==> src/verilog/sine_pkg.sv <==
// Shared widths and types for the sine pattern generator; referenced by scoped names
package sine_pkg;

    // ------------------------------
    // Sample and table geometry
    // ------------------------------
    parameter int SAMPLE_W = 9;
    parameter int WORD_W   = 4 * SAMPLE_W;
    parameter int WORDS_96 = 24;
    parameter int WORDS_48 = 12;

    // Four samples per word, earliest in the low bits
    typedef logic [WORD_W-1:0] word_t;

    typedef word_t [WORDS_96-1:0] table96_t;
    typedef word_t [WORDS_48-1:0] table48_t;

    // ------------------------------
    // Lane configuration and streams
    // ------------------------------

    // mode 0 plays 96 samples, mode 1 plays 48
    typedef struct packed {
        logic       mode;
        logic [4:0] start;
    } lane_cfg_t;

    // Lane FIFO entry, last flags the final word of a period
    typedef struct packed {
        logic  last;
        word_t data;
    } lane_word_t;

    // Output beat; header beats carry the lane config in data[5:0]
    typedef struct packed {
        logic       sop;
        logic       eop;
        logic [2:0] lane;
        word_t      data;
    } out_beat_t;

endpackage

==> src/verilog/wb_ctrl_regs.sv <==
// Wishbone classic register slave for the global enable and per-lane period/start settings
`timescale 1ns/1ps

module wb_ctrl_regs #(
    parameter int LANES = 4
) (
    input  logic                             clk,
    input  logic                             rst_n,
    input  logic                             wb_cyc,
    input  logic                             wb_stb,
    input  logic                             wb_we,
    input  logic [3:0]                       wb_adr,
    input  logic [31:0]                      wb_dat_w,
    output logic [31:0]                      wb_dat_r,
    output logic                             wb_ack,
    output logic                             enable,
    output sine_pkg::lane_cfg_t [LANES-1:0]  lane_cfg
);

    logic        req;
    logic        wr_en;
    logic [31:0] rd_data;

    // New cycle seen while ack is still low
    assign req   = wb_cyc && wb_stb && !wb_ack;
    // Master holds the write through the ack cycle
    assign wr_en = wb_cyc && wb_stb && wb_we && wb_ack;

    // ------------------------------
    // Read decode
    // ------------------------------
    always_comb begin
        rd_data = '0;
        if (wb_adr == 4'd0) begin
            rd_data[0] = enable;
        end
        for (int i = 0; i < LANES; i++) begin
            if (wb_adr == 4'(i + 1)) begin
                rd_data[5:0] = lane_cfg[i];
            end
        end
    end

    // ------------------------------
    // Acknowledge and storage
    // ------------------------------
    always_ff @(posedge clk) begin
        if (!rst_n) begin
            wb_ack <= 1'b0;
        end else begin
            wb_ack <= req;
        end
    end

    // Read data lines up with the ack
    always_ff @(posedge clk) begin
        if (req) begin
            wb_dat_r <= rd_data;
        end
    end

    always_ff @(posedge clk) begin
        if (!rst_n) begin
            enable   <= 1'b0;
            lane_cfg <= '0;
        end else if (wr_en) begin
            if (wb_adr == 4'd0) begin
                enable <= wb_dat_w[0];
            end
            for (int i = 0; i < LANES; i++) begin
                if (wb_adr == 4'(i + 1)) begin
                    lane_cfg[i] <= sine_pkg::lane_cfg_t'(wb_dat_w[5:0]);
                end
            end
        end
    end

endmodule

==> config.mk <==
export PLATFORM = sky130hd
export DESIGN_NAME = wb_ctrl_regs
export DESIGN_NICKNAME = d
export VERILOG_FILES = /design/src/verilog/sine_pkg.sv /design/src/verilog/wb_ctrl_regs.sv
export SDC_FILE = /design/constraint.sdc
export NUM_CORES = 1
export LEC_CHECK = 0
export BUFFER_PORTS_ARGS = -buffer_cell sky130_fd_sc_hd__buf_2
export CORE_UTILIZATION = 28
export CTS_BUF_LIST = sky130_fd_sc_hd__clkbuf_16
export DETAILED_ROUTE_END_ITERATION = 12
export GPL_TIMING_DRIVEN = 0
export PLACE_DENSITY = 0.68
export SYNTH_ARGS = -nofsm -noshare
export SYNTH_HDL_FRONTEND = slang
export SYNTH_SLANG_ARGS = --single-unit
export TNS_END_PERCENT = 5
==> constraint.sdc <==
create_clock -name clk -period 1.3 [get_ports clk]
set_input_delay 0 -clock clk [delete_from_list [all_inputs] [get_ports clk]]
set_output_delay 0 -clock clk [all_outputs]
set_load 0.03 [all_outputs]
* Word level (Yosys, flattened, before mapping)
Cells that the tools add are included.
Cells by class: multiplexer cells 5, add/sub/neg operators 0, shifts and indexed selects 0, multiply operators 0, div/mod/pow operators 0, bitwise operators 0, magnitude comparators 0, eq/ne operators 4, reduce and logical (&&, ||, !) cells 11
Operators with widths (number):
- 6-bit two-way mux | 4
- 2-bit AND reduction | 5
- 4-bit by 2-bit equality test with 1-bit output, second input constant | 2
- 4-bit by 1-bit equality test with 1-bit output, second input constant | 1
- 4-bit by 3-bit equality test with 1-bit output, second input constant | 1
- 1-bit logical AND | 4
- 4-bit logical NOT | 1
- 1-bit logical NOT | 1
- 1-bit two-way mux | 1
Word-level totals: memories 0, latch bits 0, output and inout bits 58, bits of input ports 41, logic and storage cells 31, register bits after elaboration 32, bits in read-only memories 0, bits in writable memories 0

* Depth between registers and ports, before layout
depth after elaboration 6, depth in mapped cells 5

* Worst setup path before layout
OpenSTA, ideal clock, no wires.
kind reg2reg, start reg wb_ack, end reg lane_cfg[11] (netlist bit), setup slack -0.300 ns, buffers on the path 2, stages on the path, launching flop included 6, arrival time 1.529 ns, cells stage by stage dfxtp_1 -> and4_1 -> clkbuf_1 -> and4b_1 -> buf_2 -> mux2i_1
On the way: longest elaborated chain between the ends 2
RTL lines:
- from (decl) | line wb_ctrl_regs.sv:15 | output logic wb_ack,
- from (signal assigned) | line wb_ctrl_regs.sv:51 | wb_ack <= req;
- 1-bit logical AND | line wb_ctrl_regs.sv:27 | assign wr_en = wb_cyc && wb_stb && wb_we && wb_ack;
- 2-bit AND reduction (no line)
- to (signal, indexed assignment) | line wb_ctrl_regs.sv:72 | lane_cfg[i] <= sine_pkg::lane_cfg_t'(wb_dat_w[5:0]);
- to (decl) | line wb_ctrl_regs.sv:17 | output sine_pkg::lane_cfg_t [LANES-1:0] lane_cfg
No other way between the ends. A chain may end at the register's enable or synchronous reset.

* Final worst setup path
start reg wb_ack, end reg lane_cfg[7] (netlist bit)
Same word-level chain as after synthesis.

==> flow_summary.toml <==
[logic_synthesis]
ys_warn_count = 0
post_synth_num_cell_types = 29
synth_cells = 178
avgSynthCellArea_sq_um = 9.24
syn-cell-area_sq_um = 1640
ys_ff_latch = 32
yosysSeqAreaShare = 0.426

[grt]
grt_antenna_before_repair = 0
overflow = 0
grt_use_total = 0.141
grt_pass1_wl_um = 6510
grt_max_degree = 11
first_global_vias = 1285

[die]
pin_count = 99
die_height_um = 78.6
core_sq_um = 5570
fp.dieArea_sq_um = 6180
rows = 27
die_w_um = 78.6
start_util = 0.295

[sta]
rsz0062_at_grt = "yes"
fmax_ghz = 0.767
maxSlewViolCount = 0
period_share = 1.00
hold_violations = 0
finalSetupViolations = 1
maxSlewHeadroom = 0.664
layout_min_cycle_time_ps = 1300
fin_worst_skew_ps = 3.02
fin_ws_ps = -3.30
worstMarginPinSlew_ps = 502

[routing]
dr.pass1.iters = 4
drt_iter0_drc = 67
drc = 0
drtAntennaViolNets = 0
detail_route.wl_per_cell_um = 12.3
via_per_inst = 4.25
finalWirelength_um = 4100
vias = 1421

[critical_path]
critical-path-slowest-cell = "dfxtp_4"
crit_type = "reg -> reg"
critPathMaxStageDelay_ps = 350
reg2reg_slack_ps = -3
crit_arrival_ps = 1500
ff2ff_path_depth = 5
critPathRequiredTime_ps = 1500
cp_cell_sequence = "and4_4 > buf_8 > and4b_1 > buf_6 > mux2i_1"
setup.worst_path.end_class = "flip-flop"
worstReg2RegStart = "wb_ack"
start_kind = "flip-flop"
worstReg2RegEnd = "lane_cfg[7]"
cp_max_fo = 6

[power_and_ir_drop]
clockPowerShare = 0.444
switching_share = 0.251
combPwrFrac = 0.134
power_frac_seq = 0.422
p_per_area_nw_per_um2 = 1070
ir_drop_v = 0.000619
switching_power_mw = 0.610
leakagePower_nw = 1.05
p_total_mw = 2.43
intPower_mw = 1.82

[clocking]
cts_sinks = 32
clk_pin_slew_ps = 50
cts_max_level = 2
cts_buffers = 5
clk_latency_ps = 280
cts_tree = "done"
cts_buffer_depth = 2
cts_root_buffer = "clkbuf_16"

[layout]
layout-area-overhead-vs-synth_pct = 38.6
layout_commonest_cell = "buf_2"
final_nets = 302
fillCellCount = 576
final_cell_mix = "47 x buf_2, 31 x nand2_1, 31 x buf_4, 26 x conb_1, 25 x dfxtp_1"
layout-drive-gt1-share = 0.347
diodes = 0
fin_cells = 334

[run_status]
status = "complete, but fails checks"
violations = "negative setup slack"

[min_path]
min_from = "wb_dat_w[4]"
min_delay_path_depth = 3
hold_path.class = "in -> reg"
min_to = "lane_cfg[22]"

[placed_design]
portBuffers = 45
dp_hpwl_um = 3100
place.gp.congestion = 0.777
place_inst = 320

[flow_run]
cap_viol_max_count = 0
[through the flow]
step	hold slack (ps)	area, sq um	worst slack, ps	TNS (ps)	util
after floorplan	156	1750	14.0	0	-
after global placement	278	2070	-94.0	-533	0.371
after detailed placement	282	2070	-134	-906	0.371
after CTS	0.435	2260	-42.4	-118	0.405
after global routing	34.6	2280	-62.4	-226	0.409
final	6.02	2280	-3.30	-3.30	0.409
[critical path, delay by kind of cell (launching register included)]
kind / cells / cell delay, ps
buffers and inverters: 2 / 260
flip-flops: 1 / 350
multiplexers: 1 / 200
AND/OR/NAND/NOR: 2 / 420
[logic make-up (layout without fill, tap and decap cells)]
kind of cell,count (synthesis),after routing,synth area share
other,1,26,0.00228
and+or+nand+nor,53,53,0.164
muxes,20,20,0.122
buffers and inverters,42,101,0.161
DFF,32,32,0.426
AOI/OAI and AO/OA,30,30,0.125
[final cells by class]
| cell class | count | area [sq um] | share of cell area |
|---|---|---|---|
| plain buffers | 37 | 265 | 0.116 |
| repair buffers | 51 | 288 | 0.126 |
| inverters | 5 | 18.8 | 0.00824 |
| clock inverters | 3 | 11.3 | 0.00494 |
| flip-flops and latches | 32 | 704 | 0.309 |
| well taps | 72 | 90.1 | 0.0395 |
| clock buffers | 5 | 125 | 0.0549 |
| multi-input cells | 129 | 776 | 0.340 |
[worst max-delay path by stage]
stage / slack [ps] / depth (start not counted) / startpoint / end
CTS: -40 / 5 / wb_ack / lane_cfg[7]
detailed placement: -130 / 3 / wb_ack / lane_cfg[4]
global route: -60 / 5 / wb_ack / lane_cfg[7]
global placement: -90 / 3 / wb_ack / lane_cfg[0]
floorplan: 10 / 5 / wb_ack / lane_cfg[11]
finish: -3 / 5 / wb_ack / lane_cfg[7]
[synthesized netlist by cell type]
cell      number  share of area
and4bb_2       1         0.0076
or4b_1         1         0.0061
a22oi_1        5          0.023
conb_1         1         0.0023
nor2_1         4         0.0091
inv_1          5          0.011
or3b_4         1         0.0068
buf_2          4          0.012
nor4b_1        1         0.0053
edfxtp_1       6           0.11
o21ai_0       11          0.033
a211oi_1       1         0.0046
nand3b_1       1         0.0046
buf_1          1         0.0023
clkbuf_1       5          0.011
a22o_1         5          0.027
o22a_1         1         0.0053
and2_1         2         0.0076
and4_1         1         0.0053
nand3_1        7          0.021
and4b_1        1         0.0061
dfxtp_1       26           0.32
nand4_1        1         0.0038
o21bai_1       1         0.0046
mux2i_1       20           0.12
nor3_4         1         0.0099
nand2_1       31          0.071
a21boi_0       6          0.027
buf_4         27           0.12
[state kept, by name, indices dropped and copies added (netlist names)]
register  count
enable        1
lane_cfg     24
wb_dat_r      6
wb_ack        1
[power by group through the flow]
stage | combinational, mW | clock (mW) | sequential, mW
6_report | 0.326 | 1.08 | 1.03
5_1_grt | 0.349 | 1.14 | 1.02
4_1_cts | 0.322 | 1.11 | 1.02
3_5_place_dp | 0.316 | 0 | 1.04
3_3_place_gp | 0.315 | 0 | 1.04
2_1_floorplan | 0.229 | 0 | 1.07
[metal layers]
layer | routed length (um) | share of wire | track usage
met1 | 1920 | 0.47 | 0.179
met2 | 1750 | 0.43 | 0.215
met3 | 385 | 0.094 | 0.0581
met4 | 49 | 0.012 | 0.0444
met5 | 0 | 0 | 0
[repair_timing]
item | in CTS | in global routing
setup buffers | 2 | 2
setup endpoints to repair | 16 | 14
hold buffers | 2 | 0
gates resized for setup | 2 | 2
endpoints found under the hold margin | 2 | 0
pin swaps | 1 | 1
No activity file was read; power rests on OpenSTA's default activity.
