### src/verilog/sine_pkg.sv
// Shared widths and types for the sine pattern generator; referenced by scoped names
package sine_pkg;

    // ------------------------------
    // Sample and table geometry
    // ------------------------------
    parameter int SAMPLE_W = 9;
    parameter int WORD_W   = 4 * SAMPLE_W;
    parameter int WORDS_96 = 24;
    parameter int WORDS_48 = 12;

    // Four samples per word, earliest in the low bits
    typedef logic [WORD_W-1:0] word_t;

    typedef word_t [WORDS_96-1:0] table96_t;
    typedef word_t [WORDS_48-1:0] table48_t;

    // ------------------------------
    // Lane configuration and streams
    // ------------------------------

    // mode 0 plays 96 samples, mode 1 plays 48
    typedef struct packed {
        logic       mode;
        logic [4:0] start;
    } lane_cfg_t;

    // Lane FIFO entry, last flags the final word of a period
    typedef struct packed {
        logic  last;
        word_t data;
    } lane_word_t;

    // Output beat; header beats carry the lane config in data[5:0]
    typedef struct packed {
        logic       sop;
        logic       eop;
        logic [2:0] lane;
        word_t      data;
    } out_beat_t;

endpackage

### src/verilog/sample_fifo.sv
// Small synchronous FIFO with a type-parameter payload, used by the lanes and the merger
`timescale 1ns/1ps

module sample_fifo #(
    parameter type payload_t = logic [7:0],
    parameter int  DEPTH     = 4
) (
    input  logic     clk,
    input  logic     rst_n,
    input  logic     push,
    input  payload_t push_data,
    input  logic     pop,
    output logic     full,
    output logic     valid,
    output payload_t head
);

    // DEPTH is a power of two, so the pointers wrap on their own
    localparam int PTR_W = $clog2(DEPTH);
    localparam logic [PTR_W:0] FULL_CNT = (PTR_W + 1)'(DEPTH);

    payload_t         mem [DEPTH];
    logic [PTR_W-1:0] rd_ptr;
    logic [PTR_W-1:0] wr_ptr;
    logic [PTR_W:0]   count;
    logic             do_push;
    logic             do_pop;

    assign full    = (count == FULL_CNT);
    assign valid   = (count != '0);
    assign do_push = push && !full;
    assign do_pop  = pop && valid;
    assign head    = mem[rd_ptr];

    always_ff @(posedge clk) begin
        if (do_push) begin
            mem[wr_ptr] <= push_data;
        end
    end

    always_ff @(posedge clk) begin
        if (!rst_n) begin
            rd_ptr <= '0;
            wr_ptr <= '0;
            count  <= '0;
        end else begin
            if (do_push) begin
                wr_ptr <= wr_ptr + 1'b1;
            end
            if (do_pop) begin
                rd_ptr <= rd_ptr + 1'b1;
            end
            // Simultaneous push and pop leaves the count alone
            case ({do_push, do_pop})
                2'b10:   count <= count + 1'b1;
                2'b01:   count <= count - 1'b1;
                default: count <= count;
            endcase
        end
    end

endmodule

### src/verilog/lane_player.sv
// One lane: walks the selected sine table from its start word and queues tagged words
`timescale 1ns/1ps

module lane_player #(
    parameter int FIFO_DEPTH = 4,
    parameter int LANE_ID    = 0
) (
    input  logic                  clk,
    input  logic                  rst_n,
    input  logic                  enable,
    input  sine_pkg::lane_cfg_t   cfg,
    input  sine_pkg::table96_t    tab96,
    input  sine_pkg::table48_t    tab48,
    input  logic                  lane_pop,
    output logic                  lane_valid,
    output sine_pkg::lane_word_t  lane_word
);

    // Output beats carry a 3-bit lane number
    if (LANE_ID < 0 || LANE_ID > 7) begin : g_id_range
        $error("lane_player: LANE_ID %0d does not fit the 3-bit lane field", LANE_ID);
    end

    logic                 en_q;
    logic                 rise;
    logic                 run;
    logic                 active;
    logic                 mode_q;
    logic [4:0]           idx;
    logic [4:0]           start_mod;
    logic [4:0]           last_idx;
    logic                 is_last;
    logic                 push;
    logic                 pop;
    logic                 fifo_full;
    logic                 fifo_valid;
    sine_pkg::lane_word_t push_word;

    assign rise   = enable && !en_q;
    // Drops in the same cycle as enable
    assign active = run && enable;

    assign start_mod = cfg.mode ? 5'(cfg.start % sine_pkg::WORDS_48)
                                : 5'(cfg.start % sine_pkg::WORDS_96);
    assign last_idx  = mode_q ? 5'(sine_pkg::WORDS_48 - 1) : 5'(sine_pkg::WORDS_96 - 1);
    assign is_last   = (idx == last_idx);

    assign push_word.last = is_last;
    assign push_word.data = mode_q ? tab48[idx[3:0]] : tab96[idx];

    assign push       = active && !fifo_full;
    // While stopped the lane drains its own FIFO
    assign pop        = active ? lane_pop : 1'b1;
    assign lane_valid = fifo_valid && active;

    always_ff @(posedge clk) begin
        if (!rst_n) begin
            en_q   <= 1'b0;
            run    <= 1'b0;
            mode_q <= 1'b0;
            idx    <= '0;
        end else begin
            en_q <= enable;
            // Start only once stale words are gone
            if (!enable) begin
                run <= 1'b0;
            end else if (!run && !fifo_valid) begin
                run <= 1'b1;
            end
            if (rise) begin
                idx    <= start_mod;
                mode_q <= cfg.mode;
            end else if (push) begin
                idx <= is_last ? 5'd0 : idx + 5'd1;
            end
        end
    end

    sample_fifo #(
        .payload_t (sine_pkg::lane_word_t),
        .DEPTH     (FIFO_DEPTH)
    ) u_fifo (
        .clk       (clk),
        .rst_n     (rst_n),
        .push      (push),
        .push_data (push_word),
        .pop       (pop),
        .full      (fifo_full),
        .valid     (fifo_valid),
        .head      (lane_word)
    );

endmodule

### config.mk
export PLATFORM = sky130hd
export DESIGN_NAME = lane_player
export DESIGN_NICKNAME = d
export VERILOG_FILES = /design/src/verilog/sine_pkg.sv /design/src/verilog/sample_fifo.sv /design/src/verilog/lane_player.sv
export SDC_FILE = /design/constraint.sdc
export NUM_CORES = 1
export LEC_CHECK = 0
export BUFFER_PORTS_ARGS = -buffer_cell sky130_fd_sc_hd__buf_4
export CORE_AREA = 2 2 531 533
export CTS_CLUSTER_SIZE = 14
export DETAILED_ROUTE_END_ITERATION = 10
export DIE_AREA = 0 0 533 535
export GPL_TIMING_DRIVEN = 0
export PLACE_DENSITY_LB_ADDON = 0.2
export SLEW_MARGIN = 10
export SYNTH_ARGS = -nofsm -noshare
export SYNTH_HDL_FRONTEND = slang
export SYNTH_SLANG_ARGS = --single-unit
### constraint.sdc
create_clock -name clk -period 3 [get_ports clk]
set_clock_uncertainty 0.1 [all_clocks]
set_input_delay 0.3 -clock clk [delete_from_list [all_inputs] [get_ports clk]]
set_output_delay 0.3 -clock clk [all_outputs]
set_load 0.05 [all_outputs]
Yosys cells after proc, flatten, opt, wreduce, memory -nomap -nowiden
Memories as Yosys holds them, arrays and structs flattened. A register that Yosys moved wholly into a read port is not among the register bits.
Index checks and enable logic that the tools add are counted.
{"block": "totals", "n_memories": 1, "wordCells": 52, "regBits": 15, "inputBits": 1306, "mem_bits_rw": 148, "out_inout_bits": 38}
{"block": "classes", "add_sub_neg": 5, "reduce_logical": 15, "div": 2, "n_lt_le_gt_ge": 2, "n_eq_ne": 4, "muxes": 16}
{"name": "u_fifo.mem", "depth": 4, "word_bits": 37, "read_ports": 1, "rd_clocked_by_memory_dff": 1, "write_ports": 1, "line": "sample_fifo.sv:22", "rtl": "payload_t mem [DEPTH];"}
{"operator": "36-bit binary-select mux with 5-bit select", "count": 1}
{"operator": "36-bit binary-select mux with 4-bit select", "count": 1}
{"operator": "36-bit two-way mux", "count": 3}
{"operator": "5-bit by 4-bit modulo with 32-bit output, second input constant", "count": 1}
{"operator": "5-bit by 5-bit modulo with 32-bit output, second input constant", "count": 1}
{"operator": "5-bit two-way mux", "count": 5}
{"operator": "1-bit logical AND", "count": 7}
{"operator": "5-bit by 6-bit < comparator with 1-bit output, second input constant", "count": 1}
{"operator": "3-bit case mux with 2 select lines", "count": 1}
{"operator": "5-bit by 1-bit adder with 5-bit output, second input constant", "count": 1}
{"operator": "5-bit equality test", "count": 1}
{"operator": "4-bit by 5-bit < comparator with 1-bit output, second input constant", "count": 1}
{"operator": "2-bit by 1-bit adder with 2-bit output, second input constant", "count": 2}
{"operator": "1-bit logical NOT", "count": 4}
{"operator": "2-bit two-way mux", "count": 2}
{"operator": "2-bit nonzero test", "count": 2}
{"operator": "3-bit by 1-bit adder with 3-bit output, second input constant", "count": 1}
{"operator": "3-bit equality test, second input constant", "count": 1}
{"operator": "1-bit two-way mux", "count": 3}
{"operator": "3-bit nonzero test", "count": 1}
{"operator": "3-bit by 1-bit subtractor with 3-bit output, second input constant", "count": 1}
{"operator": "2-bit by 1-bit equality test with 1-bit output, second input constant", "count": 1}
{"operator": "2-bit equality test, second input constant", "count": 1}
{"operator": "2-bit AND reduction", "count": 1}

Depth between registers and ports, before layout
{"block": "logic_depth", "depth_word": 6, "depth_mapped": 10, "ltp_nobuf": 10}

By module
From an unflattened synthesis, not the netlist that was laid out.
{"block": "hier_totals", "cells_unflattened": 1336, "area_unflattened_um2": 17317.9}
{"module": "lane_player", "area_each_um2": 11424.7, "cells_each": 1091, "instances": 1, "seq_area_each_um2": 160.2}
{"module": "sample_fifo", "area_each_um2": 5893.2, "cells_each": 245, "instances": 1, "seq_area_each_um2": 4624.4}

Worst setup path before layout
Ideal clock, no wire load.
{"block": "synth_path", "path_kind": "reg-to-reg", "start": "register u_fifo.count[0]", "end": "memory u_fifo.mem[0][0] (netlist name) (enable)", "period_less_slack_ns": 2.303, "setup_slack_ns": 0.697, "path_stages_with_launch": 4, "arrival_time_ns": 1.805, "required_ns": 2.502, "cell_sequence": "dfxtp_1 > nor2_1 > a21oi_1 > and2_1"}
{"block": "synth_via", "elab_chain_cells": 6}
{"element": "start, declared", "line": "sample_fifo.sv:25", "rtl": "logic [PTR_W:0] count;"}
{"element": "start signal, assigned", "line": "sample_fifo.sv:55", "rtl": "2'b10: count <= count + 1'b1;"}
{"element": "start signal, assigned", "line": "sample_fifo.sv:56", "rtl": "2'b01: count <= count - 1'b1;"}
{"element": "start signal, assigned", "line": "sample_fifo.sv:57", "rtl": "default: count <= count;"}
{"element": "3-bit equality test (*)", "line": "sample_fifo.sv:29", "rtl": "assign full = (count == FULL_CNT);"}
{"element": "1-bit logical NOT (*)", "line": "sample_fifo.sv:31, lane_player.sv:51"}
{"element": "1-bit logical AND", "line": "lane_player.sv:51", "rtl": "assign push = active && !fifo_full;"}
{"element": "1-bit logical AND (*)", "line": "sample_fifo.sv:31", "rtl": "assign do_push = push && !full;"}
{"element": "1-bit two-way mux (*)", "line": "sample_fifo.sv:36", "rtl": "if (do_push) begin"}
{"element": "1-bit two-way mux (not written as such) (*)", "line": "sample_fifo.sv:37", "rtl": "mem[wr_ptr] <= push_data;"}
{"element": "end, declared", "line": "sample_fifo.sv:22"}
Mark *: on every way between the ends. The rest lies on a longest branch, timed or not.

==> metrics.md <==
| Metric | Value |
|---|---|
| Final setup vio count | 7 |
| Max-cap violations | 0 |
| Worst Path Arrival | 3050 ps |
| First-pass GRT wire length | 320000 um |
| GRT overflow | 0 |
| Clk pin slew, worst setup/hold paths | 80 ps |
| Die area | 0.285 sq mm |
| Number of synthesized flops with an enable pin | 148 |
| WL per Instance | 41.1 um |
| DRT iter0 DRCs | 1462 |
| Clk_lat worst skew | 470 ps |
| Worst path required time | 3040 ps |
| Syn Nets | 2735 |
| Synth area leaders | mux4_2 28%, edfxtp_1 26%, mux2i_1 15% |
| Non-filler cells, final | 6622 |
| Final Hold Fails | 0 |
| Startpoint Class | register |
| Synth unique cells | 57 |
| Cell count after synthesis | 1419 |
| Largest net degree at the start of global routing | 38 |
| Initial Util | 0.0616 |
| P_leak | 13.1 nW |
| Setup CP Type | reg2reg |
| Violated checks | negative setup slack |
| DRC | 0 |
| Worst setup EP type | register |
| H-Tree Level Count | 4 |
| Num CTS Buffers | 17 |
| # fillers | 31966 |
| Top-area cell type share of the netlist area | 0.276 |
| Synth Cell Area | 0.0172 sq mm |
| Vias in the first global route | 22150 |
| Core ar. | 0.279 sq mm |
| Max Root-Sink Buffers | 2 |
| R2r worst-path depth | 8 |
| Ys async rst share | 0 |
| Post-synth top flop | edfxtp_1 |
| Syn Area/Cell | 12.1 sq um |
| VDD IR max | 0.000437 V |
| Antenna violations before repair | 239 |
| DR vias/cell | 3.23 |
| Post-route ant nets | 0 |
| Post-synth top area cell | mux4_2 |
| Placed instance count | 6498 |
| Cell Pwr Density | 417 mW/mm^2 |
| CTS tree | done |
| Final Core Density | 0.127 |
| Clock Sinks | 165 |
| Depth of the worst hold-timing path | 3 |
| Slew Limit Fails | 0 |
| IO Pins | 1344 |
| Post-layout minimum cycle time | 3010 ps |
| HP Class | in2reg |
| GRT Total Usage | 0.184 |
| Slew headroom | 0.358 |
| Placed Area | 0.0321 sq mm |
| DRT Pass-1 Iters | 5 |
| Ys Warns | 0 |
| Final Wtd Congestion | 0.853 |
| Fmax | 0.332 GHz |
| Std cell rows | 194 |
| Die Y | 535 um |
| Detailed Route WL | 272000 um |
| Crit share post-route | 1.00 |
| Area delta synth->final | 105% |
| Crit-path max FO | 10 |
| Post-synthesis sequential area ratio | 0.278 |
| Final worst slack | -9.50 ps |
| Port Buffers | 1343 |
| Total number of vias | 21361 |
| Final Net Count | 4143 |
| Slew at the pin closest to its max-slew limit | 963 ps |
| Design area | 0.0353 sq mm |
| #FFs+latches synth | 165 |
| Die Width | 533 um |
| Status | finished with violations |
| Final HPWL DP | 246000 um |
| Clock root buffer | clkbuf_16 |
| Layout cells sized above 1 | 0.700 |
## cells by family (layout without fill, tap and decap cells)
kind of cell    Yosys count  in the layout  synth area share
flops                   165            165             0.278
mux                     506            506             0.453
simple gates            205            205            0.0557
compound gates          362            362             0.146
buf+inv                 166           1587            0.0561
other cells               0             58                 0
fa+ha+maj                10             10           0.00771
xor+xnor                  5              5           0.00255
## cells in the final DEF, fill, tap and decap left out, types with 14 or more instances in the layout
master,netlist,routed
nor2_1,32,28
a22o_1,39,35
mux2_2,31,31
buf_12,4,20
edfxtp_1,148,148
a221oi_2,2,14
clkbuf_16,0,17
mux4_2,211,212
a21oi_1,112,77
mux2i_4,0,29
buf_4,21,1396
buf_2,59,19
diode_2,0,58
a211oi_1,18,15
a22oi_1,65,42
buf_6,15,28
nand2_1,93,90
mux2i_2,0,20
a21oi_4,0,26
mux2i_1,261,212
nor2b_1,27,25
a22oi_2,0,23
clkbuf_2,0,17
a221oi_1,42,22
buf_16,0,14
clkbuf_4,0,15
o22ai_1,16,16
a31oi_1,24,19
## cells in the mapped netlist, types with 2 or more instances
| master | n |
|---|---|
| mux4_2 | 211 |
| a21oi_1 | 112 |
| a2111oi_0 | 13 |
| nor4bb_1 | 2 |
| edfxtp_1 | 148 |
| and2_1 | 10 |
| buf_4 | 21 |
| a2bb2oi_1 | 3 |
| buf_6 | 15 |
| mux2i_1 | 261 |
| o22ai_1 | 16 |
| clkbuf_1 | 47 |
| xnor2_1 | 2 |
| a221oi_2 | 2 |
| nor2_1 | 32 |
| nand3_1 | 5 |
| or3_1 | 2 |
| inv_1 | 11 |
| clkinv_1 | 2 |
| mux2_2 | 31 |
| a22o_1 | 39 |
| nor3_1 | 16 |
| nor2b_1 | 27 |
| a221oi_1 | 42 |
| ha_1 | 9 |
| or2_2 | 4 |
| buf_2 | 59 |
| a211oi_1 | 18 |
| a31oi_1 | 24 |
| dfxtp_1 | 17 |
| nand2b_1 | 6 |
| o21ai_0 | 10 |
| nand2_1 | 93 |
| buf_12 | 4 |
| a22oi_1 | 65 |
| o21ai_1 | 2 |
| a32oi_1 | 2 |
| o221ai_1 | 2 |
| xor2_1 | 3 |
| o21a_1 | 2 |
| and3_1 | 6 |
| buf_1 | 6 |
| mux4_1 | 3 |
## registers in the layout (all words and copies together) (netlist names), named ones only
| signal | cells |
|---|---|
| u_fifo.mem | 148 |
| idx | 5 |
| u_fifo.count | 3 |
| u_fifo.rd_ptr | 2 |
| u_fifo.wr_ptr | 2 |
| en_q | 1 |
| mode_q | 1 |
| run | 1 |
## layout make-up
type,instances,area (sq um),share of cell area
Sequential cell,165,4800,0.136
Timing Repair Buffer,1392,10600,0.301
Antenna cell,58,145,0.00411
Clock buffer,19,433,0.0123
Tap cell,3724,4660,0.132
Clock inverter,13,139,0.00393
Inverter,13,50.0,0.00142
Buffer,150,1540,0.0437
Multi-Input combinational cell,1088,12900,0.366
## through the flow
step	setup TNS, ps	hold WS [ps]	power (mW)	setup WS, ps
3_3_place_gp	-434900	349	11.9	-3020
4_1_cts	-477	28.8	15.1	-51.8
2_1_floorplan	0	333	6.53	697
5_1_grt	-5.74	54.9	15.3	-1.60
6_report	-45.4	47.7	14.7	-9.50
3_5_place_dp	-249200	365	12.0	-2240
## path summary, 6_finish.rpt
kind                                         end  slack [ps]  startpoint
worst max-delay path            u_fifo.mem[3][6]          -9      idx[0]
worst max register to register  u_fifo.mem[3][6]          -9      idx[0]
worst min-delay path                      idx[1]          50      cfg[1]
worst min register to register               run         390         run
## worst max-delay path: stages, from the launching register on
cell and delay, ps:
dfxtp_4 380, buf_12 150, buf_6 190, nor2b_4 260, buf_4 320, a22o_1 390, nor3_1 130, a221oi_4 470
a22oi_2 260
## timing repair
| item | CTS | global route |
|---|---|---|
| hold endpoints to repair | 3 | 0 |
| hold buffers | 5 | 0 |
| gates resized for setup | 436 | 20 |
| pin swaps | 30 | 5 |
| buffers inserted | 26 | 4 |
| endpoints found under the setup margin | 176 | 67 |
| cloned | 3 | 0 |
## metal layers
layer | global-route usage | share of wire | up-vias
met3 | 0.0644 | 0.085 | 334
li1 | - | - | 8839
met2 | 0.313 | 0.48 | 1281
met1 | 0.225 | 0.41 | 10799
met4 | 0.0285 | 0.018 | 108
met5 | 0 | 0.0025 | -
## where the power goes
group	internal, mW	leakage (nW)	total [mW]	switching [mW]
sequential	2.75	1.48	2.84	0.0905
clock	1.17	0.280	2.22	1.05
combinational	3.73	11.3	9.67	5.94
total	7.65	13.1	14.7	7.08
No activity file was read; power rests on OpenSTA's default activity.
